<file path="src/design/rv_pkg.sv">
// shared types for the multi-cycle rv64i core, imported by every design file
`default_nettype none

package rv_pkg;

  // data-path width for pc, registers and memory data
  localparam int XLEN = 64;

  // kept major opcodes, inst[6:2]
  typedef enum logic [4:0] {
    OP_LOAD    = 5'b00000,
    OP_FENCE   = 5'b00011,
    OP_OPIMM   = 5'b00100,
    OP_AUIPC   = 5'b00101,
    OP_OPIMM32 = 5'b00110,
    OP_STORE   = 5'b01000,
    OP_OP      = 5'b01100,
    OP_LUI     = 5'b01101,
    OP_BRANCH  = 5'b11000,
    OP_JALR    = 5'b11001,
    OP_JAL     = 5'b11011,
    OP_SYSTEM  = 5'b11100
  } opcode_e;

  // instruction formats, zero means nothing decoded
  typedef enum logic [2:0] {
    IT_NONE = 3'd0,
    IT_R    = 3'd1,
    IT_I    = 3'd2,
    IT_S    = 3'd3,
    IT_B    = 3'd4,
    IT_U    = 3'd5,
    IT_J    = 3'd6
  } itype_e;

  // instruction-cycle phases
  typedef enum logic [2:0] {
    PH_IF  = 3'd0,
    PH_ID  = 3'd1,
    PH_EX  = 3'd2,
    PH_MEM = 3'd3,
    PH_WB  = 3'd4
  } phase_e;

  // decode result handed from id to ex
  typedef struct packed {
    logic [XLEN-1:0] op1;
    logic [XLEN-1:0] op2;
    logic [XLEN-1:0] t1;
    logic [XLEN-1:0] rs2_data;
    logic [4:0]      rd;
    logic [2:0]      funct3;
    logic [6:0]      funct7;
    opcode_e         opcode;
    itype_e          itype;
    logic            reg_wen;
    logic            mem_ren;
    logic            mem_wen;
    logic [7:0]      mem_wmask;
  } decode_t;

  // retirement record
  typedef struct packed {
    logic [XLEN-1:0] pc;
    logic [4:0]      rd;
    logic [XLEN-1:0] wdata;
    logic            wen;
  } commit_t;

endpackage

`default_nettype wire

</file>
<file path="src/design/inst_cycle_ctrl.sv">
// phase sequencer and program counter, fetches one instruction per five-cycle round
`timescale 1ns/100ps
`default_nettype none

module inst_cycle_ctrl #(
  parameter logic [rv_pkg::XLEN-1:0] RESET_PC = '0
) (
  input  wire                      clk,
  input  wire                      rst,
  input  wire  [31:0]              inst_rdata,
  input  wire  [rv_pkg::XLEN-1:0]  next_pc,
  input  wire                      pc_load,
  output rv_pkg::phase_e           phase,
  output logic [rv_pkg::XLEN-1:0]  pc,
  output logic [rv_pkg::XLEN-1:0]  inst_addr,
  output logic [31:0]              inst
);
  import rv_pkg::*;

  // five fixed phases, then back to fetch
  always_ff @(posedge clk) begin
    if (rst) begin
      phase <= PH_IF;
    end else begin
      case (phase)
        PH_IF:   phase <= PH_ID;
        PH_ID:   phase <= PH_EX;
        PH_EX:   phase <= PH_MEM;
        PH_MEM:  phase <= PH_WB;
        default: phase <= PH_IF;
      endcase
    end
  end

  // pc only moves at writeback
  always_ff @(posedge clk) begin
    if (rst) begin
      pc <= RESET_PC;
    end else if (pc_load) begin
      pc <= next_pc;
    end
  end

  // instruction memory answers in the same cycle
  always_ff @(posedge clk) begin
    if (phase == PH_IF) begin
      inst <= inst_rdata;
    end
  end

  assign inst_addr = pc;

endmodule

`default_nettype wire

</file>
<file path="config.mk">
export PLATFORM = sky130hd
export DESIGN_NAME = inst_cycle_ctrl
export DESIGN_NICKNAME = d
export VERILOG_FILES = /design/src/design/rv_pkg.sv /design/src/design/inst_cycle_ctrl.sv
export SDC_FILE = /design/constraint.sdc
export NUM_CORES = 1
export LEC_CHECK = 0
export BUFFER_PORTS_ARGS = -buffer_cell sky130_fd_sc_hd__buf_2
export CORE_AREA = 2 2 101 103
export DETAILED_ROUTE_END_ITERATION = 8
export DIE_AREA = 0 0 103 105
export PLACE_DENSITY = 0.76
export SKIP_CTS_REPAIR_TIMING = 1
export SYNTH_ARGS = -nofsm -noshare
export SYNTH_HDL_FRONTEND = slang
export SYNTH_SLANG_ARGS = --single-unit
</file>
<file path="constraint.sdc">
create_clock -name clk -period 6.5 [get_ports clk]
set_clock_uncertainty 0.05 [all_clocks]
set_input_delay 0.65 -clock clk [delete_from_list [all_inputs] [get_ports clk]]
set_output_delay 0.65 -clock clk [all_outputs]
set_load 0.03 [all_outputs]
</file>
==> flow_summary.toml <==
[die]
die-height_um = 105
core_um2 = 9639
start_util = 0.3972
i_o_pin_count = 262
chip_width_um = 103
floorplan.die_area_um2 = 10820
placementRows = 36

[min_path]
min_delay_worst_endpoint = "inst[21]$_DFFE_PN_"
timing.hold.worst_path_depth = 1
hp-start = "inst_rdata[21]"
min-delay-path-class = "input pin to flop"

[sta]
timing.max_slew.rel_slack = 0.2288
final_slew_violations = 0
count_of_endpoints_failing_setup_in_the_final_report = 0
period_share = 0.2622
final.hold.worst_slack_ps = 417.8
finalWorstPathRequiredPeriod_ps = 1704
fmax_ghz = 0.5868
rsz0062_at_grt = "false"
worst-slew-pin-transition_ps = 1157
totalNegativeSetupSlack_ps = 0
hold_viol = 0

[synthesis]
synth-warning-count = 0
yosysSeqAreaShare = 0.6013
synth_seq_cells = 99
synth.avg_cell_area_um2 = 12.31
synth_area_leaders = "dfxtp_1 (35%), edfxtp_1 (25%), mux2i_1 (17%)"
syn-cell-area_um2 = 3829
yosys.area.top_type = "dfxtp_1"
netlist-cell-type-count = 12
net_count_synth = 410
post-synth-top-area-fraction = 0.3503
netlist_instances = 311

[routing]
average_wire_length_per_cell_after_detail_routing_um = 13.45
dr_total_vias = 2819
detail_route.first_pass.iterations = 4
drt_drc_violations_left = 0
ant_nets = 0
route.detailed.vias_per_inst = 4.377
drt_iter0_drc = 89
routed_wirelength_um = 8664

[setup_path]
crit_path_end_kind = "primary output"
worstSetupPathType = "flop to primary output"
reg2reg_depth = 2
worst_r2r_endpoint = "inst[26]$_DFFE_PN_"
cp.buffers_inverters = 1
register_to_register_path_setup_slack_ps = 5200
rr_startpoint = "phase[0]$_SDFF_PP0_"
path_cells = "buf_2"
critPathLaunchType = "flop"
worstPathMaxFanout = 5
critical_path_required_ps = 5800
timing.critical_path.max_delay_family = "flip-flops"
critical-path-slowest-cell = "dfxtp_1"
max_stage_delay_ps = 420
timing.critical_path.arrival_ps = 1000

[pwr]
p_per_area_nw_per_um2 = 282.8
p_leak_nw = 2.635
p_total_w = 0.001378
vdd.ir_drop.worst_v = 0.00009826

[layout]
area.growth.synth_to_final_pct = 27.29
final.fill_count = 900
antenna_cells_inserted = 0
layout.nets = 605
post_route_cells_drive_above_1_share = 0.5382

[clocking]
cts_buffers = 9
cts.reportedPaths.clkPinSlew_ps = 100
htreeDepth = 3
clk_path_buf_depth = 2
cts.sinks = 99
clock_tree_from_tritoncts = "done"
insertion_delay_ps = 340
root_buffer = "clkbuf_8"

[placement]
post-dp-hpwl_um = 6601
io_buffer_count = 261
place_congestion = 0.7866

[global_routing]
first_global_vias = 2657
global_route.usage.total = 0.1501
sum_of_overflow_across_all_layers_after_global_routing = 0
grt_pass1_wl_um = 12810
grt_start_max_net_pins = 68
grt_antenna_before_repair = 0

[status]
outcome = "completed"

[flow_run]
max_cap_viols = 0
synthesized netlist by cell type (all sizes together):
cell type and count:
buf 75, dfxtp 67, mux2i 64, nor2 64, edfxtp 32, nor3 4, clkbuf 3, nand2 1
xnor2 1
worst max-delay path by stage:
stage	startpoint	to	slack (ps)	depth (start not counted)
2_1_floorplan	phase[0]$_SDFF_PP0_	inst[0]$_DFFE_PN_	3260	1
3_3_place_gp	pc_load	inst_addr[46]$_SDFFE_PP0P_	4520	3
3_5_place_dp	pc_load	inst_addr[22]$_SDFFE_PP0P_	4470	3
4_1_cts	phase[0]$_SDFF_PP0_	phase[0]	4760	1
5_1_grt	phase[0]$_SDFF_PP0_	phase[0]	4710	1
6_report	phase[2]$_SDFF_PP0_	phase[2]	4800	1
flip-flops by register name, indices dropped and copies added (netlist names):
name       count
inst          32
inst_addr     64
phase          3
area by class of cell:
cell class / count / area, um2 / share of cell area
Sequential cell: 99 / 2302 / 0.4724
Clock inverter: 4 / 25.02 / 0.005135
Clock buffer: 12 / 145.1 / 0.02978
Timing Repair Buffer: 262 / 1316 / 0.2701
Multi-Input combinational cell: 134 / 918.4 / 0.1884
Tap cell: 133 / 166.4 / 0.03415
worst reg2reg max path: cells and delay by family, from the launching register on:
| kind | cells | cell delay [ps] |
|---|---|---|
| flops | 1 | 360 |
| buf+inv | 1 | 370 |
| simple gates | 1 | 170 |
cells in the final DEF (no fill, tap or decap):
| cell type | n |
|---|---|
| buf_2 | 260 |
| buf_4 | 2 |
| clkbuf_1 | 2 |
| clkbuf_8 | 10 |
| clkinv_1 | 2 |
| clkinv_4 | 1 |
| dfxtp_1 | 67 |
| edfxtp_1 | 32 |
| inv_6 | 1 |
| mux2i_1 | 64 |
| nand2_1 | 1 |
| nor2_1 | 64 |
| nor3_1 | 3 |
| nor3_2 | 1 |
| xnor2_1 | 1 |
report_power, final:
part | internal [W] | switching (W)
registers | 0.000693 | 0.0000241
logic | 0.0000939 | 0.000217
clock network | 0.000150 | 0.000200
total | 0.000937 | 0.000442
metrics by stage:
step             util  instances  setup slack, ps  cell area, um2
2_1_floorplan       -        311             3260            3829
3_3_place_gp   0.4879        628             4517            4703
3_5_place_dp   0.4879        628             4474            4703
4_1_cts        0.5056        644             4760            4873
5_1_grt        0.5056        644             4713            4873
6_report       0.5056        644             4796            4873
logic make-up after synthesis:
| group | count (synthesis) | synth area share |
|---|---|---|
| AND/OR/NAND/NOR | 69 | 0.06895 |
| flip-flops | 99 | 0.6013 |
| XOR/XNOR | 1 | 0.002288 |
| buffers and inverters | 78 | 0.1601 |
| multiplexers | 64 | 0.1673 |
per-layer routing:
| layer | track usage | up-vias | part of all wire |
|---|---|---|---|
| met2 | 0.2709 | 157 | 0.52 |
| met1 | 0.1614 | 1285 | 0.37 |
| li1 | - | 1361 | - |
| met4 | 0.07143 | 0 | 0.023 |
| met3 | 0.03344 | 16 | 0.089 |
| met5 | 0 | - | 0 |
Note: power is estimated with default switching activity, not from simulation.
