## src/design/rv_pkg.sv

```systemverilog
// shared types for the multi-cycle rv64i core, imported by every design file
`default_nettype none

package rv_pkg;

  // data-path width for pc, registers and memory data
  localparam int XLEN = 64;

  // kept major opcodes, inst[6:2]
  typedef enum logic [4:0] {
    OP_LOAD    = 5'b00000,
    OP_FENCE   = 5'b00011,
    OP_OPIMM   = 5'b00100,
    OP_AUIPC   = 5'b00101,
    OP_OPIMM32 = 5'b00110,
    OP_STORE   = 5'b01000,
    OP_OP      = 5'b01100,
    OP_LUI     = 5'b01101,
    OP_BRANCH  = 5'b11000,
    OP_JALR    = 5'b11001,
    OP_JAL     = 5'b11011,
    OP_SYSTEM  = 5'b11100
  } opcode_e;

  // instruction formats, zero means nothing decoded
  typedef enum logic [2:0] {
    IT_NONE = 3'd0,
    IT_R    = 3'd1,
    IT_I    = 3'd2,
    IT_S    = 3'd3,
    IT_B    = 3'd4,
    IT_U    = 3'd5,
    IT_J    = 3'd6
  } itype_e;

  // instruction-cycle phases
  typedef enum logic [2:0] {
    PH_IF  = 3'd0,
    PH_ID  = 3'd1,
    PH_EX  = 3'd2,
    PH_MEM = 3'd3,
    PH_WB  = 3'd4
  } phase_e;

  // decode result handed from id to ex
  typedef struct packed {
    logic [XLEN-1:0] op1;
    logic [XLEN-1:0] op2;
    logic [XLEN-1:0] t1;
    logic [XLEN-1:0] rs2_data;
    logic [4:0]      rd;
    logic [2:0]      funct3;
    logic [6:0]      funct7;
    opcode_e         opcode;
    itype_e          itype;
    logic            reg_wen;
    logic            mem_ren;
    logic            mem_wen;
    logic [7:0]      mem_wmask;
  } decode_t;

  // retirement record
  typedef struct packed {
    logic [XLEN-1:0] pc;
    logic [4:0]      rd;
    logic [XLEN-1:0] wdata;
    logic            wen;
  } commit_t;

endpackage

`default_nettype wire

```

## src/design/ex_stage.sv

```systemverilog
// execute stage, holds the decode result and registers the alu result and next pc
`timescale 1ns/100ps
`default_nettype none

module ex_stage (
  input  wire                      clk,
  input  wire                      rst,
  input  wire rv_pkg::phase_e      phase,
  input  wire  [rv_pkg::XLEN-1:0]  pc,
  input  wire rv_pkg::decode_t     dec,
  output rv_pkg::decode_t          dec_q,
  output logic [rv_pkg::XLEN-1:0]  alu_result,
  output logic [rv_pkg::XLEN-1:0]  next_pc
);
  import rv_pkg::*;

  logic [XLEN-1:0] sum;
  logic [XLEN-1:0] diff;
  logic [XLEN-1:0] alu;
  logic [XLEN-1:0] npc;
  logic            taken;

  // decode output is only valid in PH_ID
  always_ff @(posedge clk) begin
    if (rst) begin
      dec_q <= '0;
    end else if (phase == PH_ID) begin
      dec_q <= dec;
    end
  end

  assign sum  = dec_q.op1 + dec_q.op2;
  assign diff = dec_q.op1 - dec_q.op2;

  always_comb begin
    case (dec_q.opcode)
      OP_OP:      alu = dec_q.funct7[5] ? diff : sum;
      OP_OPIMM32: alu = {{32{sum[31]}}, sum[31:0]};
      OP_JAL:     alu = dec_q.op1;
      OP_JALR:    alu = dec_q.t1;
      // lui, auipc, addi and memory addresses
      default:    alu = sum;
    endcase
  end

  // beq on funct3 000, bne on 001
  always_comb begin
    taken = 1'b0;
    if (dec_q.itype == IT_B) begin
      case (dec_q.funct3)
        3'b000:  taken = (dec_q.op1 == dec_q.op2);
        3'b001:  taken = (dec_q.op1 != dec_q.op2);
        default: taken = 1'b0;
      endcase
    end
  end

  always_comb begin
    case (dec_q.opcode)
      OP_JAL:  npc = dec_q.op2;
      OP_JALR: npc = {sum[XLEN-1:1], 1'b0};
      default: npc = taken ? dec_q.t1 : pc + 64'd4;
    endcase
  end

  always_ff @(posedge clk) begin
    if (phase == PH_EX) begin
      alu_result <= alu;
      next_pc    <= npc;
    end
  end

endmodule

`default_nettype wire

```

## config.mk

```make
export PLATFORM = sky130hd
export DESIGN_NAME = ex_stage
export DESIGN_NICKNAME = d
export VERILOG_FILES = /design/src/design/rv_pkg.sv /design/src/design/ex_stage.sv
export SDC_FILE = /design/constraint.sdc
export NUM_CORES = 1
export LEC_CHECK = 0
export BUFFER_PORTS_ARGS = -buffer_cell sky130_fd_sc_hd__buf_2
export CAP_MARGIN = 20
export CORE_MARGIN = 2
export CORE_UTILIZATION = 30
export CTS_BUF_LIST = sky130_fd_sc_hd__clkbuf_8
export CTS_CLUSTER_DIAMETER = 150
export DETAILED_ROUTE_END_ITERATION = 12
export GPL_TIMING_DRIVEN = 0
export SETUP_SLACK_MARGIN = 0.02
export SLEW_MARGIN = 20
export SYNTH_ARGS = -nofsm -noshare
export SYNTH_HDL_FRONTEND = slang
export SYNTH_SLANG_ARGS = --single-unit
```

## constraint.sdc

```tcl
create_clock -name clk -period 31.8 [get_ports clk]
set_clock_uncertainty 0.15 [all_clocks]
set_input_delay 4.77 -clock clk [delete_from_list [all_inputs] [get_ports clk]]
set_output_delay 4.77 -clock clk [all_outputs]
set_load 0.05 [all_outputs]
```

==> results.toml <==
[drt]
drtIter0Drc = 3114
drt-total-wl_mm = 157
drc = 0
ant_nets = 0
viasPerCell = 5.57
drtPass1Iterations = 6
vias = 30871
wl_per_cell_um = 28.3

[die]
rows = 109
initial_core_util_pct = 30.2
coreArea_um2 = 88200
die_w_um = 302
top_level_ports = 777
fp.dieArea_um2 = 91300
die_y_um = 302

[critical_path]
endpoint_kind = "register"
reg2reg_to = "next_pc[47]$_DFFE_PN_"
reg2regPathDepth = 15
reg2reg_slack_ns = 25.55
crit_required_ns = 32.06
r2r-start = "dec_q[191]$_SDFFE_PP0N_"
cp_max_fo = 7
critPathKind = "input pin to register"
startpoint_type = "input pin"
crit_arrival_ns = 8.61

[min_path]
hp-class = "register to register"
holdPathEnd = "dec_q[80]$_SDFFE_PP0N_"
min_from = "dec_q[80]$_SDFFE_PP0N_"
min_path_cells = 2

[sta]
tightestPinTransition_ns = 1.31
rsz0062_at_grt = "no"
slew_viol_final = 0
timing.fmax_mhz = 120
hold_viol_final = 0
post-route-period-util_pct = 26.3
min_period_ns = 8.36
setup_viol = 0
setup_tns_ns = 0
relSlewSlack_pct = 12.7

[finish]
nFillCells = 9425
final_area_um2 = 34000
syn_to_final_growth_pct = 27.4
num-nets-final = 4790
layout_commonest_cell = "buf_2"
final_cell_mix = "803 x buf_2, 747 x nand2_1, 507 x a21oi_1"
drive_gt1_share_pct = 23.9
utilization_pct = 38.5

[run]
cap_violations = 0

[clocking]
cts.clk_slew.worst_paths_ns = 0.06
cts_resized = 0
ctsHoldBuffers = 0
cts_tree = "yes"
clock-sinks = 418
clockBufferDepth = 3
ctsHtreeMaxLevel = 3
clk_latency_ns = 0.75
cts_made_buffers = 81
clk_root_buffer_cell = "clkbuf_8"
postCtsSetupBuffers = 0

[grt]
grt_overflow_total = 0
grt_util_all_layers_pct = 32.7
grt_max_degree = 12
grt_pass1_wl_mm = 213
first_global_vias = 29292
antenna_found_initial = 28

[placement]
globalplace.congestion = 1.00
dp_hpwl_mm = 123
io_buffers = 775
dpl-instance-area_um2 = 32300

[yosys]
ys_ff_latch = 418
synth-edff-count = 128
postSynthAreaPerCell_um2 = 7.79
netlist_area_um2 = 26700
ys.flop_type = "dfxtp_1"
synthesis.nets = 3913
synth.yosys.seq_area_share_pct = 36.2
synth_cells = 3425
yosys.cell_types.count = 98
yosysWarnings = 0
ys_async_sr_fraction_pct = 0

[power_and_ir_drop]
p_leak_nw = 14.4
cellPowerDensity_nw_per_um2 = 44.5
ir_worst_vdd_mv = 0.0404

[run_status]
status = "finished clean"
-- sequential cells by signal, indices dropped and copies added (netlist names) --
signal,cells
dec_q,290
alu_result,64
next_pc,64
-- how the worst max path moves through the flow --
stage                          endpoint  cells past startpoint  slack, ns     start
5_1_grt           next_pc[54]$_DFFE_PN_                     13      23.24     pc[2]
2_1_floorplan   alu_result[0]$_DFFE_PN_                      1      16.78  phase[0]
6_report          next_pc[54]$_DFFE_PN_                     13      23.44     pc[2]
3_5_place_dp      next_pc[54]$_DFFE_PN_                     13      22.78     pc[2]
3_3_place_gp   alu_result[20]$_DFFE_PN_                      2      10.59  phase[2]
4_1_cts           next_pc[54]$_DFFE_PN_                     13      23.60     pc[2]
-- where the power goes --
group          internal (mW)  switching [mW]  total [mW]
registers              0.569          0.0216       0.591
logic                  0.101           0.240       0.341
clock network          0.316           0.265       0.581
total                  0.986           0.527        1.51
-- cell type report --
| type | count | area, µm² | share of cell area [%] |
|---|---|---|---|
| antenna | 10 | 25.0 | 0.0736 |
| tap | 1165 | 1460 | 4.29 |
| clock buffer | 95 | 1310 | 3.85 |
| inverter | 138 | 518 | 1.52 |
| timing repair buffer | 794 | 4090 | 12.0 |
| sequential | 418 | 9650 | 28.4 |
| multi-input combinational | 2629 | 15600 | 45.8 |
| buffer | 240 | 997 | 2.93 |
| clock inverter | 51 | 393 | 1.16 |
-- critical path, cell delays in order --
cell and delay, ns:
buf_2 0.11, ha_1 0.18, nand3_1 0.17, nor3_1 0.72, nand3_1 0.58, nor2_1 0.39, and2_1 0.39, clkbuf_1 0.30
nand3_1 0.13, xor2_1 0.31, a21oi_1 0.12, a31oi_1 0.20, o31ai_1 0.23
-- stage by stage --
| step | hold slack, ns | total power [mW] | cells | worst slack (ns) |
|---|---|---|---|---|
| 2_1_floorplan | 0.525 | 0.809 | 3425 | 16.78 |
| 3_3_place_gp | 0.289 | 0.937 | 5365 | 10.59 |
| 3_5_place_dp | 0.294 | 0.937 | 5384 | 22.78 |
| 4_1_cts | 0.300 | 1.52 | 5530 | 23.60 |
| 5_1_grt | 0.318 | 1.57 | 5535 | 23.24 |
| 6_report | 0.301 | 1.51 | 5540 | 23.44 |
-- cell families after synthesis --
| group | after synthesis | share of synthesized area (%) |
|---|---|---|
| AO/OA/AOI/OAI | 1082 | 25.4 |
| XOR/XNOR | 130 | 4.27 |
| adder cells (fa/ha/maj) | 129 | 6.11 |
| buffers and inverters | 378 | 5.55 |
| flip-flops | 418 | 36.2 |
| multiplexers | 79 | 2.97 |
| AND/OR/NAND/NOR | 1209 | 19.6 |
-- synth_stat cells (all sizes together) (25+ instances only) --
cell    instances  area (µm²)
a21o           25         188
a21oi         508        2550
a221oi         38         357
buf            44         226
clkbuf        196         736
dfxtp         290        5810
edfxtp        128        3840
ha            127        1590
inv           136         510
mux2i          77         771
nand2         748        2810
nand3          65         325
nand4          40         250
nor2          178         673
nor3           35         190
o211ai         59         443
o21ai         182         926
o21bai         40         300
o221ai         27         236
o22ai          46         294
o31ai          26         223
xnor2          88         771
xor2           42         368
-- per-layer routing --
layer / wire length (µm) / GRT usage [%] / up-vias / share of wire, %
li1: - / - / 13945 / -
met1: 61800 / 40.4 / 14843 / 40
met5: 140 / 0 / - / 0.089
met3: 15800 / 9.21 / 369 / 10
met2: 70800 / 52.3 / 1690 / 45
met4: 7860 / 15.7 / 24 / 5.0
Power figures use the tool's default switching activity.
