**config.mk**
```make
export PLATFORM = sky130hd
export DESIGN_NAME = regfile
export DESIGN_NICKNAME = d
export VERILOG_FILES = /design/src/design/rv_pkg.sv /design/src/design/regfile.sv
export SDC_FILE = /design/constraint.sdc
export NUM_CORES = 2
export LEC_CHECK = 0
export BUFFER_PORTS_ARGS = -buffer_cell sky130_fd_sc_hd__buf_4
export CAP_MARGIN = 20
export CELL_PAD_IN_SITES_DETAIL_PLACEMENT = 1
export CELL_PAD_IN_SITES_GLOBAL_PLACEMENT = 1
export CORE_MARGIN = 2
export CORE_UTILIZATION = 25
export DETAILED_ROUTE_END_ITERATION = 7
export GPL_ROUTABILITY_DRIVEN = 0
export GPL_TIMING_DRIVEN = 1
export PLACE_DENSITY_LB_ADDON = 0.1
export SETUP_SLACK_MARGIN = 0.02
export SLEW_MARGIN = 10
export SYNTH_ARGS = -nofsm -noshare
export SYNTH_HDL_FRONTEND = slang
export SYNTH_SLANG_ARGS = --single-unit
```
**constraint.sdc**
```tcl
create_clock -name clk -period 3.3 [get_ports clk]
set_input_delay 0.66 -clock clk [delete_from_list [all_inputs] [get_ports clk]]
set_output_delay 0.66 -clock clk [all_outputs]
set_load 0.1 [all_outputs]
```
**src/design/rv_pkg.sv**
```systemverilog
// shared types for the multi-cycle rv64i core, imported by every design file
`default_nettype none

package rv_pkg;

  // data-path width for pc, registers and memory data
  localparam int XLEN = 64;

  // kept major opcodes, inst[6:2]
  typedef enum logic [4:0] {
    OP_LOAD    = 5'b00000,
    OP_FENCE   = 5'b00011,
    OP_OPIMM   = 5'b00100,
    OP_AUIPC   = 5'b00101,
    OP_OPIMM32 = 5'b00110,
    OP_STORE   = 5'b01000,
    OP_OP      = 5'b01100,
    OP_LUI     = 5'b01101,
    OP_BRANCH  = 5'b11000,
    OP_JALR    = 5'b11001,
    OP_JAL     = 5'b11011,
    OP_SYSTEM  = 5'b11100
  } opcode_e;

  // instruction formats, zero means nothing decoded
  typedef enum logic [2:0] {
    IT_NONE = 3'd0,
    IT_R    = 3'd1,
    IT_I    = 3'd2,
    IT_S    = 3'd3,
    IT_B    = 3'd4,
    IT_U    = 3'd5,
    IT_J    = 3'd6
  } itype_e;

  // instruction-cycle phases
  typedef enum logic [2:0] {
    PH_IF  = 3'd0,
    PH_ID  = 3'd1,
    PH_EX  = 3'd2,
    PH_MEM = 3'd3,
    PH_WB  = 3'd4
  } phase_e;

  // decode result handed from id to ex
  typedef struct packed {
    logic [XLEN-1:0] op1;
    logic [XLEN-1:0] op2;
    logic [XLEN-1:0] t1;
    logic [XLEN-1:0] rs2_data;
    logic [4:0]      rd;
    logic [2:0]      funct3;
    logic [6:0]      funct7;
    opcode_e         opcode;
    itype_e          itype;
    logic            reg_wen;
    logic            mem_ren;
    logic            mem_wen;
    logic [7:0]      mem_wmask;
  } decode_t;

  // retirement record
  typedef struct packed {
    logic [XLEN-1:0] pc;
    logic [4:0]      rd;
    logic [XLEN-1:0] wdata;
    logic            wen;
  } commit_t;

endpackage

`default_nettype wire

```
**src/design/regfile.sv**
```systemverilog
// integer register file, x0 reads as zero, two read ports and one write port
`timescale 1ns/100ps
`default_nettype none

module regfile (
  input  wire                      clk,
  input  wire                      rst,
  input  wire  [4:0]               rs1,
  input  wire  [4:0]               rs2,
  input  wire                      rs1_ren,
  input  wire                      rs2_ren,
  input  wire                      wen,
  input  wire  [4:0]               waddr,
  input  wire  [rv_pkg::XLEN-1:0]  wdata,
  output logic [rv_pkg::XLEN-1:0]  rs1_data,
  output logic [rv_pkg::XLEN-1:0]  rs2_data
);
  import rv_pkg::*;

  // x1..x31, x0 has no storage
  logic [XLEN-1:0] regs [1:31];

  always_ff @(posedge clk) begin
    if (rst) begin
      for (int i = 1; i < 32; i++) begin
        regs[i] <= '0;
      end
    end else if (wen && (waddr != 5'd0)) begin
      regs[waddr] <= wdata;
    end
  end

  assign rs1_data = (rs1_ren && (rs1 != 5'd0)) ? regs[rs1] : '0;
  assign rs2_data = (rs2_ren && (rs2 != 5'd0)) ? regs[rs2] : '0;

endmodule

`default_nettype wire

```
==> impl_metrics.json <==
{
  "total_number_of_placement_rows": 242,
  "leakagePower_uw": 0.0505,
  "finalWirelength_um": 573000,
  "max_slew.worst_pin.slew_ps": 1070,
  "clock.fmax_ghz": 0.280,
  "number_of_slew_limit_violations_in_the_final_report": 0,
  "grt_overflow": 0,
  "clock_power_share_pct": 39.4,
  "worstHoldPathType": "in -> reg",
  "p_per_area_mw_per_mm2": 500,
  "timing.final.crit_share_pct": 108,
  "post_drt_via_cell_ratio": 5.35,
  "hold_start": "wdata[26]",
  "top_regs": "regs: 2048 flops",
  "first_global_vias": 77300,
  "ctsLongestPathBuffers": 4,
  "worst_setup_path_end_kind": "output pin",
  "hpwlAfterDp_um": 332000,
  "worstSetupPathDepth": 11,
  "clockRootBuffer": "sky130_fd_sc_hd__clkbuf_16",
  "portBuffers": 211,
  "number_of_vias_in_the_routed_layout": 75500,
  "grt_antenna_before_repair": 83,
  "hold_depth": 1,
  "rsz0062_at_grt": "yes",
  "synth-edff-count": 2048,
  "overall_die_area_sq_mm": 0.441,
  "most_numerous_cell_in_the_yosys_netlist": "sky130_fd_sc_hd__edfxtp_1",
  "yosys.cell_types.count": 62,
  "failed_checks": "setup timing",
  "netSwitchingPower_uw": 20500,
  "grt_pass1_wl_um": 747000,
  "timing.critical_path.from": "rs2[0]",
  "path_class": "in -> out",
  "setup_violations": 123,
  "report.final.hold_viol_count": 0,
  "tritoncts": "built",
  "prevailing_post_synth_register_cell": "sky130_fd_sc_hd__edfxtp_1",
  "synth.yosys.seq_area_share_pct": 56.5,
  "combPwrFrac_pct": 18.0,
  "top_register": "regs",
  "timing.critical_path.fanout_max": 7,
  "route.antenna.remaining_nets": 0,
  "grt_resource_usage_total_pct": 25.1,
  "power.share.sequential_pct": 42.6,
  "floorplan.core_area_sq_mm": 0.434,
  "multi_input_comb_area_sq_mm": 0.0483,
  "cts_made_buffers": 274,
  "worst_ir_drop_vdd_mv": 0.352,
  "post_drt_wl_per_cell_um": 40.6,
  "final-seq-area_sq_mm": 0.0615,
  "detail_route.iter0.violations": 8773,
  "maximum_cell_stage_delay_along_the_critical_path_ps": 690,
  "final_util_pct": 33.3,
  "largest_register_ff_count": 2048,
  "fill_cells": 44200,
  "cts.reportedPaths.clkPinSlew_ps": 60,
  "worst_slew_margin_rel_pct": 28.9,
  "crit_arrival_ps": 2910,
  "setup.worst_path.start_class": "input pin",
  "cell_internal_power_uw": 51800,
  "result_of_the_run": "finished with violations",
  "timing.final.crit_period_ps": 3570,
  "netlist_top_cells_area": "sky130_fd_sc_hd__edfxtp_1 (56%), sky130_fd_sc_hd__mux4_2 (18%), sky130_fd_sc_hd__and2_1 (11%)",
  "area_delta_synth_final_pct": 32.8,
  "post_synthesis_cell_area_sq_mm": 0.109,
  "cpLargestDelayFamily": "buffers and inverters",
  "critical_path.n_buffers_inverters": 7,
  "layout_cell_share_with_drive_strength_beyond_1_pct": 40.0,
  "syn-instance-count": 7125,
  "cts_htree_levels": 5,
  "cp_data_required_time_ps": 2640,
  "drt_first_pass_iters": 5,
  "synth_top_area_share_pct": 56.5,
  "switching_share_pct": 28.4,
  "synth_area_leader_cell": "sky130_fd_sc_hd__edfxtp_1",
  "worst_slack_ps": -271,
  "syn_area_per_cell_sq_um": 15.3,
  "finalNetCount": 8188,
  "fp.dieH_um": 664,
  "synth-seq-cells": 2048,
  "cts.sink_count": 2048,
  "route.detailed.drc": 0,
  "grt_max_degree": 65,
  "floorplan.die.width_um": 664,
  "ys_top_cells_by_count": "sky130_fd_sc_hd__edfxtp_1 (2,048), sky130_fd_sc_hd__and2_1 (1,988), sky130_fd_sc_hd__mux4_2 (856)",
  "ys_warn_count": 0,
  "synth_async_sr_flop_share_pct": 0,
  "worstPathCellList": "buf_16 > buf_12 > buf_16 > nand3b_1 > buf_6 > buf_4 > o221ai_2 > buf_4 > a221oi_4 > a2111oi_4 > buf_12",
  "floorplan.initialDensity_pct": 25.1,
  "drv_cap": 0,
  "cpMaxStageDelayCell": "sky130_fd_sc_hd__a2111oi_4",
  "num_io_pins": 212,
  "tns_ps": -13090
}
## metal layers
metal / global-route usage (%) / wire [um] / vias to the layer above
li1: - / - / 29700
met3: 3.28 / 39800 / 654
met5: 0 / 90 / -
met2: 41.5 / 275000 / 3416
met4: 6.23 / 15200 / 14
met1: 34.9 / 244000 / 41700
## worst paths after layout
path / slack (ps) / endpoint
max: -270 / rs2_data[63]
min: 130 / regs[0][26]
## stage by stage
step           power [uW]  std cells  cell area [sq um]  hold slack [ps]  setup slack (ps)
2_1_floorplan       37200       7188             111000              759              -398
3_3_place_gp        42500      13200             127000             1080              -644
3_5_place_dp        42600      13200             127000             1080              -650
4_1_cts             72200      13800             140000             63.9              -265
5_1_grt             74300      14000             144000              100              -269
6_report            72300      14100             145000              134              -271
## final cells by class
cell class	instances	share of cell area (%)
Tap cell	5734	4.96
Clock inverter	116	0.523
Sequential cell	2048	42.5
Multi-Input combinational cell	4343	33.4
Inverter	4	0.0208
Timing Repair Buffer	1433	13.4
Clock buffer	341	5.08
Antenna cell	93	0.161
## timing repair
item | in CTS | in global routing
gates cloned | 21 | 30
setup buffers | 154 | 184
pin swaps | 200 | 138
hold buffers | 0 | 0
setup endpoints to repair | 128 | 128
resized for setup | 691 | 422
## cells in the final DEF (no fill, tap or decap), types with 69 or more instances in the layout
cell                        Yosys  routed
sky130_fd_sc_hd__mux2_2       159     148
sky130_fd_sc_hd__buf_12         0     477
sky130_fd_sc_hd__buf_6         47     105
sky130_fd_sc_hd__clkbuf_16      0     314
sky130_fd_sc_hd__mux4_2       856     857
sky130_fd_sc_hd__nand2_1       94      86
sky130_fd_sc_hd__buf_4         77     711
sky130_fd_sc_hd__nor3_4         1      69
sky130_fd_sc_hd__and2_1      1988    1987
sky130_fd_sc_hd__diode_2        0      93
sky130_fd_sc_hd__edfxtp_1    2048    2048
sky130_fd_sc_hd__mux2i_1      398     334
## cells by family (layout without fill, tap and decap cells)
| kind of cell | Yosys count | in the layout | synth area share, % |
|---|---|---|---|
| buffers and inverters | 797 | 1894 | 3.55 |
| flip-flops | 2048 | 2048 | 56.5 |
| AND/OR/NAND/NOR | 2356 | 2356 | 13.2 |
| multiplexers | 1414 | 1414 | 23.0 |
| AO/OA/AOI/OAI | 509 | 509 | 3.78 |
| other | 1 | 157 | 0.00344 |
## power groups by stage
stage / Combinational [uW] / Sequential (uW) / Clock (uW)
2_1_floorplan: 6230 / 31000 / 0
3_3_place_gp: 11200 / 31200 / 0
3_5_place_dp: 11200 / 31300 / 0
4_1_cts: 12300 / 30800 / 29100
5_1_grt: 13400 / 31000 / 29900
6_report: 13000 / 30800 / 28500
No activity file was read; power rests on OpenSTA's default activity.
