File: config.mk
export PLATFORM = sky130hd
export DESIGN_NAME = wb_stage
export DESIGN_NICKNAME = d
export VERILOG_FILES = /design/src/design/rv_pkg.sv /design/src/design/wb_stage.sv
export SDC_FILE = /design/constraint.sdc
export NUM_CORES = 1
export LEC_CHECK = 0
export ABC_AREA = 1
export BUFFER_PORTS_ARGS = -buffer_cell sky130_fd_sc_hd__buf_2
export CORE_AREA = 2 2 327 329
export CTS_CLUSTER_SIZE = 14
export DETAILED_ROUTE_END_ITERATION = 7
export DIE_AREA = 0 0 329 331
export SLEW_MARGIN = 5
export SYNTH_ARGS = -nofsm -noshare
export SYNTH_HDL_FRONTEND = slang
export SYNTH_SLANG_ARGS = --single-unit
File: constraint.sdc
create_clock -name clk -period 1.66 [get_ports clk]
set_clock_uncertainty 0.1 [all_clocks]
set_input_delay 0.083 -clock clk [delete_from_list [all_inputs] [get_ports clk]]
set_output_delay 0.083 -clock clk [all_outputs]
set_load 0.02 [all_outputs]
File: src/design/rv_pkg.sv
// shared types for the multi-cycle rv64i core, imported by every design file
`default_nettype none

package rv_pkg;

  // data-path width for pc, registers and memory data
  localparam int XLEN = 64;

  // kept major opcodes, inst[6:2]
  typedef enum logic [4:0] {
    OP_LOAD    = 5'b00000,
    OP_FENCE   = 5'b00011,
    OP_OPIMM   = 5'b00100,
    OP_AUIPC   = 5'b00101,
    OP_OPIMM32 = 5'b00110,
    OP_STORE   = 5'b01000,
    OP_OP      = 5'b01100,
    OP_LUI     = 5'b01101,
    OP_BRANCH  = 5'b11000,
    OP_JALR    = 5'b11001,
    OP_JAL     = 5'b11011,
    OP_SYSTEM  = 5'b11100
  } opcode_e;

  // instruction formats, zero means nothing decoded
  typedef enum logic [2:0] {
    IT_NONE = 3'd0,
    IT_R    = 3'd1,
    IT_I    = 3'd2,
    IT_S    = 3'd3,
    IT_B    = 3'd4,
    IT_U    = 3'd5,
    IT_J    = 3'd6
  } itype_e;

  // instruction-cycle phases
  typedef enum logic [2:0] {
    PH_IF  = 3'd0,
    PH_ID  = 3'd1,
    PH_EX  = 3'd2,
    PH_MEM = 3'd3,
    PH_WB  = 3'd4
  } phase_e;

  // decode result handed from id to ex
  typedef struct packed {
    logic [XLEN-1:0] op1;
    logic [XLEN-1:0] op2;
    logic [XLEN-1:0] t1;
    logic [XLEN-1:0] rs2_data;
    logic [4:0]      rd;
    logic [2:0]      funct3;
    logic [6:0]      funct7;
    opcode_e         opcode;
    itype_e          itype;
    logic            reg_wen;
    logic            mem_ren;
    logic            mem_wen;
    logic [7:0]      mem_wmask;
  } decode_t;

  // retirement record
  typedef struct packed {
    logic [XLEN-1:0] pc;
    logic [4:0]      rd;
    logic [XLEN-1:0] wdata;
    logic            wen;
  } commit_t;

endpackage

`default_nettype wire

File: src/design/wb_stage.sv
// memory and writeback, drives data-memory strobes, extends loads, commits the result
`timescale 1ns/100ps
`default_nettype none

module wb_stage (
  input  wire                      clk,
  input  wire                      rst,
  input  wire rv_pkg::phase_e      phase,
  input  wire  [rv_pkg::XLEN-1:0]  pc,
  input  wire rv_pkg::decode_t     dec_q,
  input  wire  [rv_pkg::XLEN-1:0]  alu_result,
  input  wire  [rv_pkg::XLEN-1:0]  dmem_rdata,
  output logic                     dmem_ren,
  output logic                     dmem_wen,
  output logic [rv_pkg::XLEN-1:0]  dmem_addr,
  output logic [rv_pkg::XLEN-1:0]  dmem_wdata,
  output logic [7:0]               dmem_wmask,
  output logic                     rf_wen,
  output logic [4:0]               rf_waddr,
  output logic [rv_pkg::XLEN-1:0]  rf_wdata,
  output logic                     pc_load,
  output logic                     commit_valid,
  output rv_pkg::commit_t          commit
);
  import rv_pkg::*;

  logic            mem_active;
  logic            wb_active;
  logic [5:0]      lane_shift;
  logic [XLEN-1:0] load_q;
  logic [XLEN-1:0] load_ext;
  logic [XLEN-1:0] wb_data;

  assign mem_active = (phase == PH_MEM);
  assign wb_active  = (phase == PH_WB);
  // bit offset of the addressed byte inside the dword
  assign lane_shift = {alu_result[2:0], 3'b000};

  assign dmem_ren   = mem_active && dec_q.mem_ren;
  assign dmem_wen   = mem_active && dec_q.mem_wen;
  assign dmem_addr  = (dmem_ren || dmem_wen) ? alu_result : '0;
  assign dmem_wdata = dmem_wen ? (dec_q.rs2_data << lane_shift) : '0;
  assign dmem_wmask = dmem_wen ? (dec_q.mem_wmask << alu_result[2:0]) : 8'h00;

  // load data brought down to bit 0 as it is captured
  always_ff @(posedge clk) begin
    if (rst) begin
      load_q <= '0;
    end else if (mem_active) begin
      load_q <= dmem_rdata >> lane_shift;
    end
  end

  always_comb begin
    case (dec_q.funct3)
      3'b000:  load_ext = {{56{load_q[7]}}, load_q[7:0]};
      3'b001:  load_ext = {{48{load_q[15]}}, load_q[15:0]};
      3'b010:  load_ext = {{32{load_q[31]}}, load_q[31:0]};
      3'b100:  load_ext = {56'd0, load_q[7:0]};
      3'b101:  load_ext = {48'd0, load_q[15:0]};
      3'b110:  load_ext = {32'd0, load_q[31:0]};
      default: load_ext = load_q;
    endcase
  end

  assign wb_data = dec_q.mem_ren ? load_ext : alu_result;

  assign rf_wen   = wb_active && dec_q.reg_wen && (dec_q.rd != 5'd0);
  assign rf_waddr = dec_q.rd;
  assign rf_wdata = wb_data;

  // one commit per instruction, pc follows in the same cycle
  assign pc_load      = wb_active;
  assign commit_valid = wb_active;
  assign commit.pc    = pc;
  assign commit.rd    = dec_q.rd;
  assign commit.wdata = wb_data;
  assign commit.wen   = rf_wen;

endmodule

`default_nettype wire

==> results.md, run 1 <==
* Setup TNS Final at -15.03 ns
* Upper clock frequency limit at 528 MHz
* Max-slew violation count at 0
* Top cell type's share of synthesized area at 0.188
* DRC at 0
* DR vias/cell at around 3.6
* Vias at 12540
* YS warnings at 0
* Biggest regs: load_q (64)
* GR Layer Usage met2 at 0.199
* RSZ-0062 raised after global routing: true
* Synth unique cells at 26
* Relative slew slack at 0.535
* Max clock buf depth at 2
* Mapped Nets at between 2000 and 2500
* Fill cells at approximately 12000
* DR WL/cell at 20.1 um
* Dpl cells at around 3400
* Overall die height at 331 um
* Synth area leaders: nand2_1 (19%), dfxtp_1 (15%), nand3_1 (14%)
* Share of layout cells above drive strength 1 at 0.380
* GRT met1 Usage at 0.119
* Rows at approximately 120
* Crit path kind: reg2out
* Most flops, register: load_q
* Comb pwr share at 0.482
* Total global routing track utilization at 0.117
* Leak pwr at ~6.9 nW
* Starting Density at 0.0816
* Type of origin of the critical path: register
* Final period util at 1.14
* Sw frac at 0.416
* Tot Pwr at 0.00673 W
* First-pass GRT wire length at approximately 88 mm
* Die W at ~330 um
* Dpl ws at -0.234 ns
* Pint at ~0.0039 W
* EDFF count, synth at 0
* Worst slew pin tran at 0.698 ns
* Critical Path, Cell by Cell: nand2_2 -> inv_2 -> nand3_2 -> nand3_4 -> buf_12 -> clkbuf_16 -> nor2_2 -> a21oi_2 -> buf_4
* Final core utilization at 0.135
* Flop pwr share at 0.241
* CP required at 1.48 ns
* Max reg flops at 64
* Clock power share at 0.277
* Max-Cap Viols at 0
* Gr busiest metal: met2
* Crit path largest cell delay at ~0.35 ns
* TritonRoute pass-1 iters at 8
* Die area at about 110000 um2
* Most used DFF post-synth: dfxtp_1
* #FFs+latches synth at 64
* Routed WL at roughly 69 mm
* CTS sink count at 64
* Finished Layout Cells at around 3400
* Cts bufs inserted at 9
* Power Dens Cells at between 400 and 500 nW/um2
* Top cell type by total area after synthesis: nand2_1
* Syn Std Cell Area at roughly 8600 um2
* Buffers on Ports at between 400 and 500
* Seq. cell area at ~1300 um2
* Cells after Synth at about 1600
* Slack of the critical path at -0.235 ns
* GR Util met3 at 0.0680
* Final hold vios at 0
* Largest net degree at the start of global routing at 63
* Endpoint type of the worst setup path: primary output
* Ys async rst share at 0
* Core ar. at about 100000 um2
* Vias in the first global route at 11388
* VDD IR max at about 0.00036 V
* Tmin final at between 1.5 and 2 ns
* CTS tree: built
* Drt initial violations at 1088
* Failing checks: negative setup slack
* Most common cell in the netlist: nand2_1
* Root buf cell: clkbuf_16
* Area delta synth->final at 65.7%
* Switching power of the nets at roughly 0.0028 W
* Post-synth top cells: nand2_1 (429), nand3_1 (236), nor2_1 (190)
* HP Class: in2reg
* Sequential area share after synthesis at 0.150
* Avg Cell Area, Syn at 5.21 um2
* WP data arrival at ~1.7 ns
* CP max FO at 9
* Latest clock arrival within the worst-skew pair at about 0.33 ns
* Initial antenna violation count at 44
* Routability cong. at ~0.9
* Final Net Count at 2516
* Total grt overflow at 0
* Io pins at a little over 800
* Htree depth at 3
* Slowest library cell on the worst path: dfxtp_2
* Endpoints failing setup at 106
* Footprint of the multi-input gates at ~5600 um2
* ANT nets after route at 0
* Hpwl dp at ~60 mm
* Clock transition at path regs at roughly 0.060 ns
* Outcome: finished, violations left
-- repair_timing --
action	CTS	global route
hold buffers	0	0
setup buffers	3	11
hold endpoints to repair	0	0
setup endpoints to repair	179	199
pin swaps	4	6
cloned	1	6
gates resized for setup	240	154
-- placed cells by master (no fill, tap or decap), types with 31 or more instances in the layout --
cell     instances
buf_4          178
dfxtp_1         62
nor2_4          31
o21ai_1         32
o21ai_0         99
a21oi_1         57
nor2_1         134
nand3_1        233
nand2_1        427
buf_2          356
buf_6           59
inv_1          177
-- power by group through the flow --
| stage | logic (W) | clock network [W] | registers (W) |
|---|---|---|---|
| 2_1_floorplan | 0.00186 | 0 | 0.00163 |
| 3_3_place_gp | 0.00283 | 0 | 0.00165 |
| 3_5_place_dp | 0.00284 | 0 | 0.00165 |
| 4_1_cts | 0.00307 | 0.00189 | 0.00162 |
| 5_1_grt | 0.00352 | 0.00195 | 0.00162 |
| 6_report | 0.00325 | 0.00187 | 0.00162 |
-- through the flow --
| step | hold slack [ns] | area, um2 |
|---|---|---|
| 5_1_grt | 0.0346 | 14200 |
| 3_3_place_gp | 0.0661 | 12500 |
| 3_5_place_dp | 0.0661 | 12500 |
| 2_1_floorplan | 0.151 | 8560 |
| 4_1_cts | 0.0267 | 13500 |
| 6_report | 0.0347 | 14200 |
-- cell families after synthesis --
family | count (synthesis) | share of synthesized area
AOI/OAI and AO/OA | 257 | 0.156
and+or+nand+nor | 878 | 0.429
buffers and inverters | 446 | 0.266
DFF | 64 | 0.150
-- path summary, 6_finish.rpt --
check / slack, ns / cells after the start / endpoint / start
max reg2reg: 0.72 / 3 / load_q[30] / load_q[30]
min: 0.03 / 3 / load_q[63] / dmem_rdata[63]
min reg2reg: 0.37 / 2 / load_q[60] / load_q[60]
max: -0.24 / 9 / commit[45] / load_q[31]
-- routing by layer --
metal / share of wire / vias to the layer above
li1: - / 5851
met1: 0.34 / 5613
met2: 0.45 / 849
met3: 0.16 / 193
met4: 0.045 / 34
met5: 0.0033 / -
-- final cells by class --
type,count,share of cell area
diodes,12,0.00212
clock buffers,9,0.0159
multi-input cells,1135,0.394
repair buffers,631,0.320
clock inverters,6,0.00432
flip-flops and latches,64,0.0905
inverters,188,0.0504
well taps,1391,0.123
-- worst max-delay path, delay by kind of cell, from the launching register on --
family                 cells  cell delay, ns
buffers and inverters      4            0.56
flip-flops                 1            0.35
AND/OR/NAND/NOR            4            0.32
AO/OA/AOI/OAI              1            0.14
Note: power is estimated with default switching activity, not from simulation.
==> run 2, diff against run 1 <==
--- a/config.mk
+++ b/config.mk
@@ -9,6 +9,6 @@
 export BUFFER_PORTS_ARGS = -buffer_cell sky130_fd_sc_hd__buf_2
-export CORE_AREA = 2 2 327 329
+export CORE_AREA = 2 2 326 328
 export CTS_CLUSTER_SIZE = 14
 export DETAILED_ROUTE_END_ITERATION = 7
-export DIE_AREA = 0 0 329 331
+export DIE_AREA = 0 0 328 330
 export SLEW_MARGIN = 5
==> constraint.sdc (replaced) <==
create_clock -name clk -period 1.7 [get_ports clk]
set_clock_uncertainty 0.1 [all_clocks]
set_input_delay 0.085 -clock clk [delete_from_list [all_inputs] [get_ports clk]]
set_output_delay 0.085 -clock clk [all_outputs]
set_load 0.1 [all_outputs]
==> run 2 against run 1 <==
  * The flow still finishes with violations (negative setup slack)
  * Global-route usage rose by 0.77 points
  * Wire length rose by 3.1%
  * Critical path type unchanged
  * Via count barely moved
  * Critical endpoint is now commit[58]
  * Worst hold slack got worse by 0.019 ns
==> results.md, run 2 (synthesis results as in run 1) <==
* Leak pwr at 8.24 nW (was 6.93 nW)
* Final hold vios at 0 (unchanged)
* First-pass GRT wire length at 94.4 mm (was 88.4 mm)
* Share of layout cells above drive strength 1 at 0.482 (was 0.380)
* CP max FO at 8 (was 9)
* Commonest non-fill, non-tap cell in the layout: nand2_1 (unchanged)
* Rows at 119 (unchanged)
* Crit path kind: reg2out (unchanged)
* Buffers on Ports at 495 (unchanged)
* Die W at 328 um (was 329 um)
* Most flops, register: load_q (unchanged)
* Htree depth at 3 (unchanged)
* Slack of the critical path at -0.299 ns (was -0.235 ns)
* DRC at 0 (unchanged)
* Endpoint type of the worst setup path: primary output (unchanged)
* Hpwl dp at 61.2 mm (was 58.9 mm)
* Die area at 108000 um2 (was 109000 um2)
* Final core utilization at 0.194 (was 0.135)
* HP Class: in2reg (unchanged)
* Drt initial violations at 1102 (was 1088)
* Biggest regs: load_q (64) (unchanged)
* Root buf cell: clkbuf_16 (unchanged)
* Relative slew slack at 0.537 (was 0.535)
* TritonRoute pass-1 iters at 5 (was 8)
* Initial antenna violation count at 40 (was 44)
* Overall die height at 330 um (was 331 um)
* Routability cong. at 0.896 (was 0.923)
* Cts bufs inserted at 9 (unchanged)
* VDD IR max at 0.000445 V (was 0.000357 V)
* Power Dens Cells at 506 nW/um2 (was 474 nW/um2)
* WP data arrival at 1.81 ns (was 1.71 ns)
* Area delta synth->final at 137% (was 65.7%)
* ANT nets after route at 0 (unchanged)
* Clock transition at path regs at 0.06 ns (about the same)
* Failing checks: negative setup slack (unchanged)
* Total global routing track utilization at 0.124 (was 0.117)
* Max clock buf depth at 2 (unchanged)
* Starting Density at 0.0818 (was 0.0816)
* Outcome: finished, violations left (unchanged)
* CTS tree: built (unchanged)
* Worst slew pin tran at 0.687 ns (was 0.698 ns)
* DR WL/cell at 20.6 um (was 20.1 um)
* Core ar. at 105000 um2 (about the same)
* RSZ-0062 raised after global routing: true (unchanged)
* Vias at 12529 (was 12540)
* Latest clock arrival within the worst-skew pair at 0.33 ns (about the same)
* Tmin final at 2.00 ns
* Highest-count cells in the layout ignoring fill and taps: nand2_1 (412), buf_12 (311), buf_2 (221) (was nand2_1 (427), buf_2 (356), nand3_1 (233))
* Max-slew violation count at 0 (unchanged)
* CTS sink count at 64 (unchanged)
* DR vias/cell at 3.62 (was 3.65)
* Routed WL at 71.4 mm (was 69.2 mm)
* Final Net Count at 2543 (was 2516)
* Largest net degree at the start of global routing at 62 (was 63)
* Type of origin of the critical path: register (unchanged)
* CP required at 1.51 ns (was 1.48 ns)
* Max reg flops at 64 (unchanged)
* Hold buffer count at cts at 0 (unchanged)
* Endpoints failing setup at 148 (was 106)
* Io pins at 831 (unchanged)
* Final period util at 1.18
* Vias in the first global route at 11772 (was 11388)
* Tot Pwr at 0.0103 W (was 0.00673 W)
* Total grt overflow at 0 (unchanged)
* Upper clock frequency limit at around 500 MHz
* Max-Cap Viols at 0 (unchanged)
run 2: per-stage QoR:
stage               std cells  setup TNS, ns  setup slack [ns]  hold slack, ns  instance area (um2)
floorplan                1645         -38.06            -0.790           0.153                11400
global placement         3395          -6.47             -1.05          0.0707                18700
detailed placement       3396          -5.16            -0.441          0.0707                18800
CTS                      3428         -25.59            -0.306         0.00763                19700
global route             3454         -34.32            -0.349          0.0233                20300
finish                   3461         -24.66            -0.299          0.0156                20300
run 2: path summary, 6_finish.rpt:
path / startpoint / to / slack, ns / depth (start not counted)
worst max register to register: load_q[15] / load_q[15] / 0.67 / 6
worst min register to register: load_q[32] / load_q[32] / 0.37 / 2
worst min-delay path: dmem_rdata[61] / load_q[61] / 0.02 / 3
worst max-delay path: load_q[31] / commit[58] / -0.30 / 9
run 2: timing repair:
| action | CTS | global route |
|---|---|---|
| setup buffers | 12 | 20 |
| endpoints found under the hold margin | 0 | 0 |
| cloned | 4 | 6 |
| resized for setup | 88 | 67 |
| pin swaps | 12 | 21 |
| endpoints found under the setup margin | 137 | 211 |
run 2: final cells by class:
| class | instances | area (um2) |
|---|---|---|
| sequential | 64 | 1290 |
| timing repair buffer | 658 | 8560 |
| multi-input combinational | 1135 | 7510 |
| antenna | 9 | 22.5 |
| tap | 1391 | 1740 |
| inverter | 188 | 832 |
| clock inverter | 6 | 90.1 |
| clock buffer | 10 | 239 |
| fill | 11586 | 84400 |
run 2: critical path, stage by stage, from the launching register on:
cell,delay (ns)
dfxtp_2,0.36
nand2_2,0.05
inv_2,0.06
nand3_2,0.08
nand3_4,0.16
buf_12,0.14
buf_16,0.16
nor2_4,0.08
a21oi_4,0.18
buf_12,0.20
run 2: routing by layer:
metal / global-route usage / vias up / share of wire
met4: 0.0267 / 54 / 0.023
met2: 0.185 / 722 / 0.43
met1: 0.152 / 5695 / 0.39
met3: 0.0749 / 132 / 0.15
met5: 0.0104 / - / 0.0069
li1: - / 5926 / -
run 2: where the power goes:
part | total (W) | switching (W) | internal (W) | leakage, nW
combinational | 0.00660 | 0.00442 | 0.00219 | 7.56
sequential | 0.00157 | 0.0000293 | 0.00154 | 0.520
clock | 0.00207 | 0.000746 | 0.00133 | 0.159
total | 0.0103 | 0.00519 | 0.00506 | 8.24
==> run 3, diff against run 2 <==
BUFFER_PORTS_ARGS = -buffer_cell sky130_fd_sc_hd__buf_4   (was -buffer_cell sky130_fd_sc_hd__buf_2)
CORE_AREA = 5 5 320 322   (was 2 2 326 328)
DIE_AREA = 0 0 325 327   (was 0 0 328 330)
==> run 3 against run 2 <==
  * Highest routed layer unchanged
  * Count of clock-buffer cells in the layout is the same
  * The run still ends with negative setup slack left
  * Combinational power shrank 3%
  * Utilization grew 0.23 points
  * Wire length shrank 1.7%
==> results.md, run 3 (synthesis results as in run 1) <==
* Final core utilization at 0.196 (was 0.194)
* Highest-count cells in the layout ignoring fill and taps: nand2_1 (425), buf_4 (369), nand3_1 (233) (was nand2_1 (412), buf_12 (311), buf_2 (221))
* Max-slew violation count at 0 (unchanged)
* Outcome: finished, violations left (unchanged)
* Max clock buf depth at 2 (unchanged)
* Total global routing track utilization at 0.126 (was 0.124)
* CTS sink count at 64 (unchanged)
* RSZ-0062 raised after global routing: true (unchanged)
* Biggest regs: load_q (64) (unchanged)
* DR vias/cell at 3.73 (was 3.62)
* Io pins at 831 (unchanged)
* Slowest library cell on the worst path: dfxtp_2 (unchanged)
* Hold slack at 0.0213 ns (was 0.0156 ns)
* Power Dens Cells at 505 nW/um2 (was 506 nW/um2)
* Routed WL at 70.2 mm (was 71.4 mm)
* Leak pwr at 8.10 nW (was 8.24 nW)
* Cts bufs inserted at 9 (unchanged)
* Final period util at 1.16 (was 1.18)
* Share of layout cells above drive strength 1 at 0.470 (was 0.482)
* Dpl ws at -0.350 ns (was -0.441 ns)
* Vias in the first global route at 12533 (was 11772)
* GR Util met3 at 0.0739 (was 0.0749)
* Buffers on Ports at 495 (unchanged)
* Latest clock arrival within the worst-skew pair at 0.34 ns (was 0.33 ns)
* ANT nets after route at 0 (unchanged)
* Critical Path, Cell by Cell: nand4_1 -> nand3_4 -> buf_8 -> buf_6 -> nor2_4 -> a21oi_4 -> buf_12 (was nand2_2 -> inv_2 -> nand3_2 -> nand3_4 -> buf_12 -> buf_16 -> nor2_4 -> a21oi_4 -> buf_12)
* DRC at 0 (unchanged)
* CTS tree: built (unchanged)
* Crit path kind: reg2out (unchanged)
* Reg-to-reg slack, setup at 0.78 ns (was 0.67 ns)
* GR Layer Usage met2 at 0.195 (was 0.185)
* Htree depth at 3 (unchanged)
* Die area at 106000 um2 (was 108000 um2)
* Bufs and invs on worst path at 3 (was 4)
* Initial antenna violation count at 29 (was 40)
* CP required at 1.51 ns (about the same)
* Gr busiest metal: met2 (unchanged)
* Vias at 12661 (was 12529)
* Most flops, register: load_q (unchanged)
* Tot Pwr at 0.00982 W (was 0.0103 W)
* Slack of the critical path at -0.280 ns (was -0.299 ns)
* Drt initial violations at 1110 (was 1102)
* Upper clock frequency limit at 505 MHz (was 500 MHz)
* Core ar. at 99300 um2 (was 105000 um2)
* Failing checks: negative setup slack (unchanged)
* Crit path largest cell delay at 0.33 ns (was 0.36 ns)
* Worst slew pin tran at 0.691 ns (was 0.687 ns)
* Type of origin of the critical path: register (unchanged)
* Final Net Count at 2564 (was 2543)
* DR WL/cell at 20.7 um (was 20.6 um)
* Clock transition at path regs at 0.06 ns (about the same)
* CP max FO at 6 (was 8)
* Max reg flops at 64 (unchanged)
* Starting Density at 0.0863 (was 0.0818)
* Overall die height at 327 um (was 330 um)
* Setup TNS Final at -20.45 ns (was -24.66 ns)
* Final hold vios at 0 (unchanged)
* Relative slew slack at 0.540 (was 0.537)
* Routability cong. at 0.932 (was 0.896)
* Endpoints failing setup at 125 (was 148)
* Endpoint type of the worst setup path: primary output (unchanged)
* First-pass GRT wire length at 96.8 mm (was 94.4 mm)
* Total grt overflow at 0 (unchanged)
* Rows at 116 (was 119)
* Largest net degree at the start of global routing at 58 (was 62)
* Area delta synth->final at 127% (was 137%)
* Commonest non-fill, non-tap cell in the layout: nand2_1 (unchanged)
* GRT met1 Usage at 0.154 (was 0.152)
* Hpwl dp at 60.0 mm (was 61.2 mm)
* Max-Cap Viols at 0 (unchanged)
* Root buf cell: clkbuf_16 (unchanged)
* Worst path top cell family by delay: buffers and inverters (unchanged)
* Tmin final at 1.98 ns (was 2.00 ns)
* VDD IR max at 0.000461 V (was 0.000445 V)
* HP Class: in2reg (unchanged)
* WP data arrival at 1.80 ns (was 1.81 ns)
* Die W at 325 um (was 328 um)
* TritonRoute pass-1 iters at 7 (was 5)
* Fill cells at 11025 (was 11586)
run 3: path summary, 6_finish.rpt:
check	cells past startpoint	start	to
setup / recovery	7	load_q[15]	commit[51]
hold / removal	3	dmem_rdata[56]	load_q[56]
setup reg to reg	5	load_q[15]	load_q[15]
hold reg to reg	2	load_q[39]	load_q[39]
run 3: layout make-up:
class	count	area, um2	share of cell area
Antenna cell	13	32.5	0.00167
Clock buffer	10	239	0.0123
Clock inverter	6	43.8	0.00225
Inverter	188	828	0.0426
Multi-Input combinational cell	1135	7260	0.373
Sequential cell	64	1280	0.0660
Tap cell	1298	1620	0.0834
Timing Repair Buffer	679	8150	0.419
run 3: where the power goes:
part | switching (W) | internal, W | total, W
Clock | 0.000809 | 0.00103 | 0.00184
Sequential | 0.0000315 | 0.00154 | 0.00158
Combinational | 0.00432 | 0.00208 | 0.00640
Total | 0.00516 | 0.00466 | 0.00982
run 3: what timing repair did:
action / in CTS / in global routing
pin swaps: 17 / 16
hold buffers: 1 / 0
hold endpoints to repair: 1 / 0
gates resized for setup: 562 / 100
cloned: 4 / 0
endpoints found under the setup margin: 231 / 237
setup buffers: 18 / 8
run 3: tightest hold or removal path: stages:
cell and delay, ns:
buf_4 0.14, nand4_1 0.10, a21oi_1 0.07
run 3: stage by stage:
step	instance area (um2)	std cells
3_5_place_dp	16400	3356
2_1_floorplan	11400	1645
3_3_place_gp	16400	3356
4_1_cts	19100	3385
5_1_grt	19400	3381
6_report	19500	3393
run 3: metal layers:
layer  up-vias  routed length (um)
met5         -                 272
met3        99               10400
met4        30                1050
li1       5968                   -
met2       702               30500
met1      5862               27900
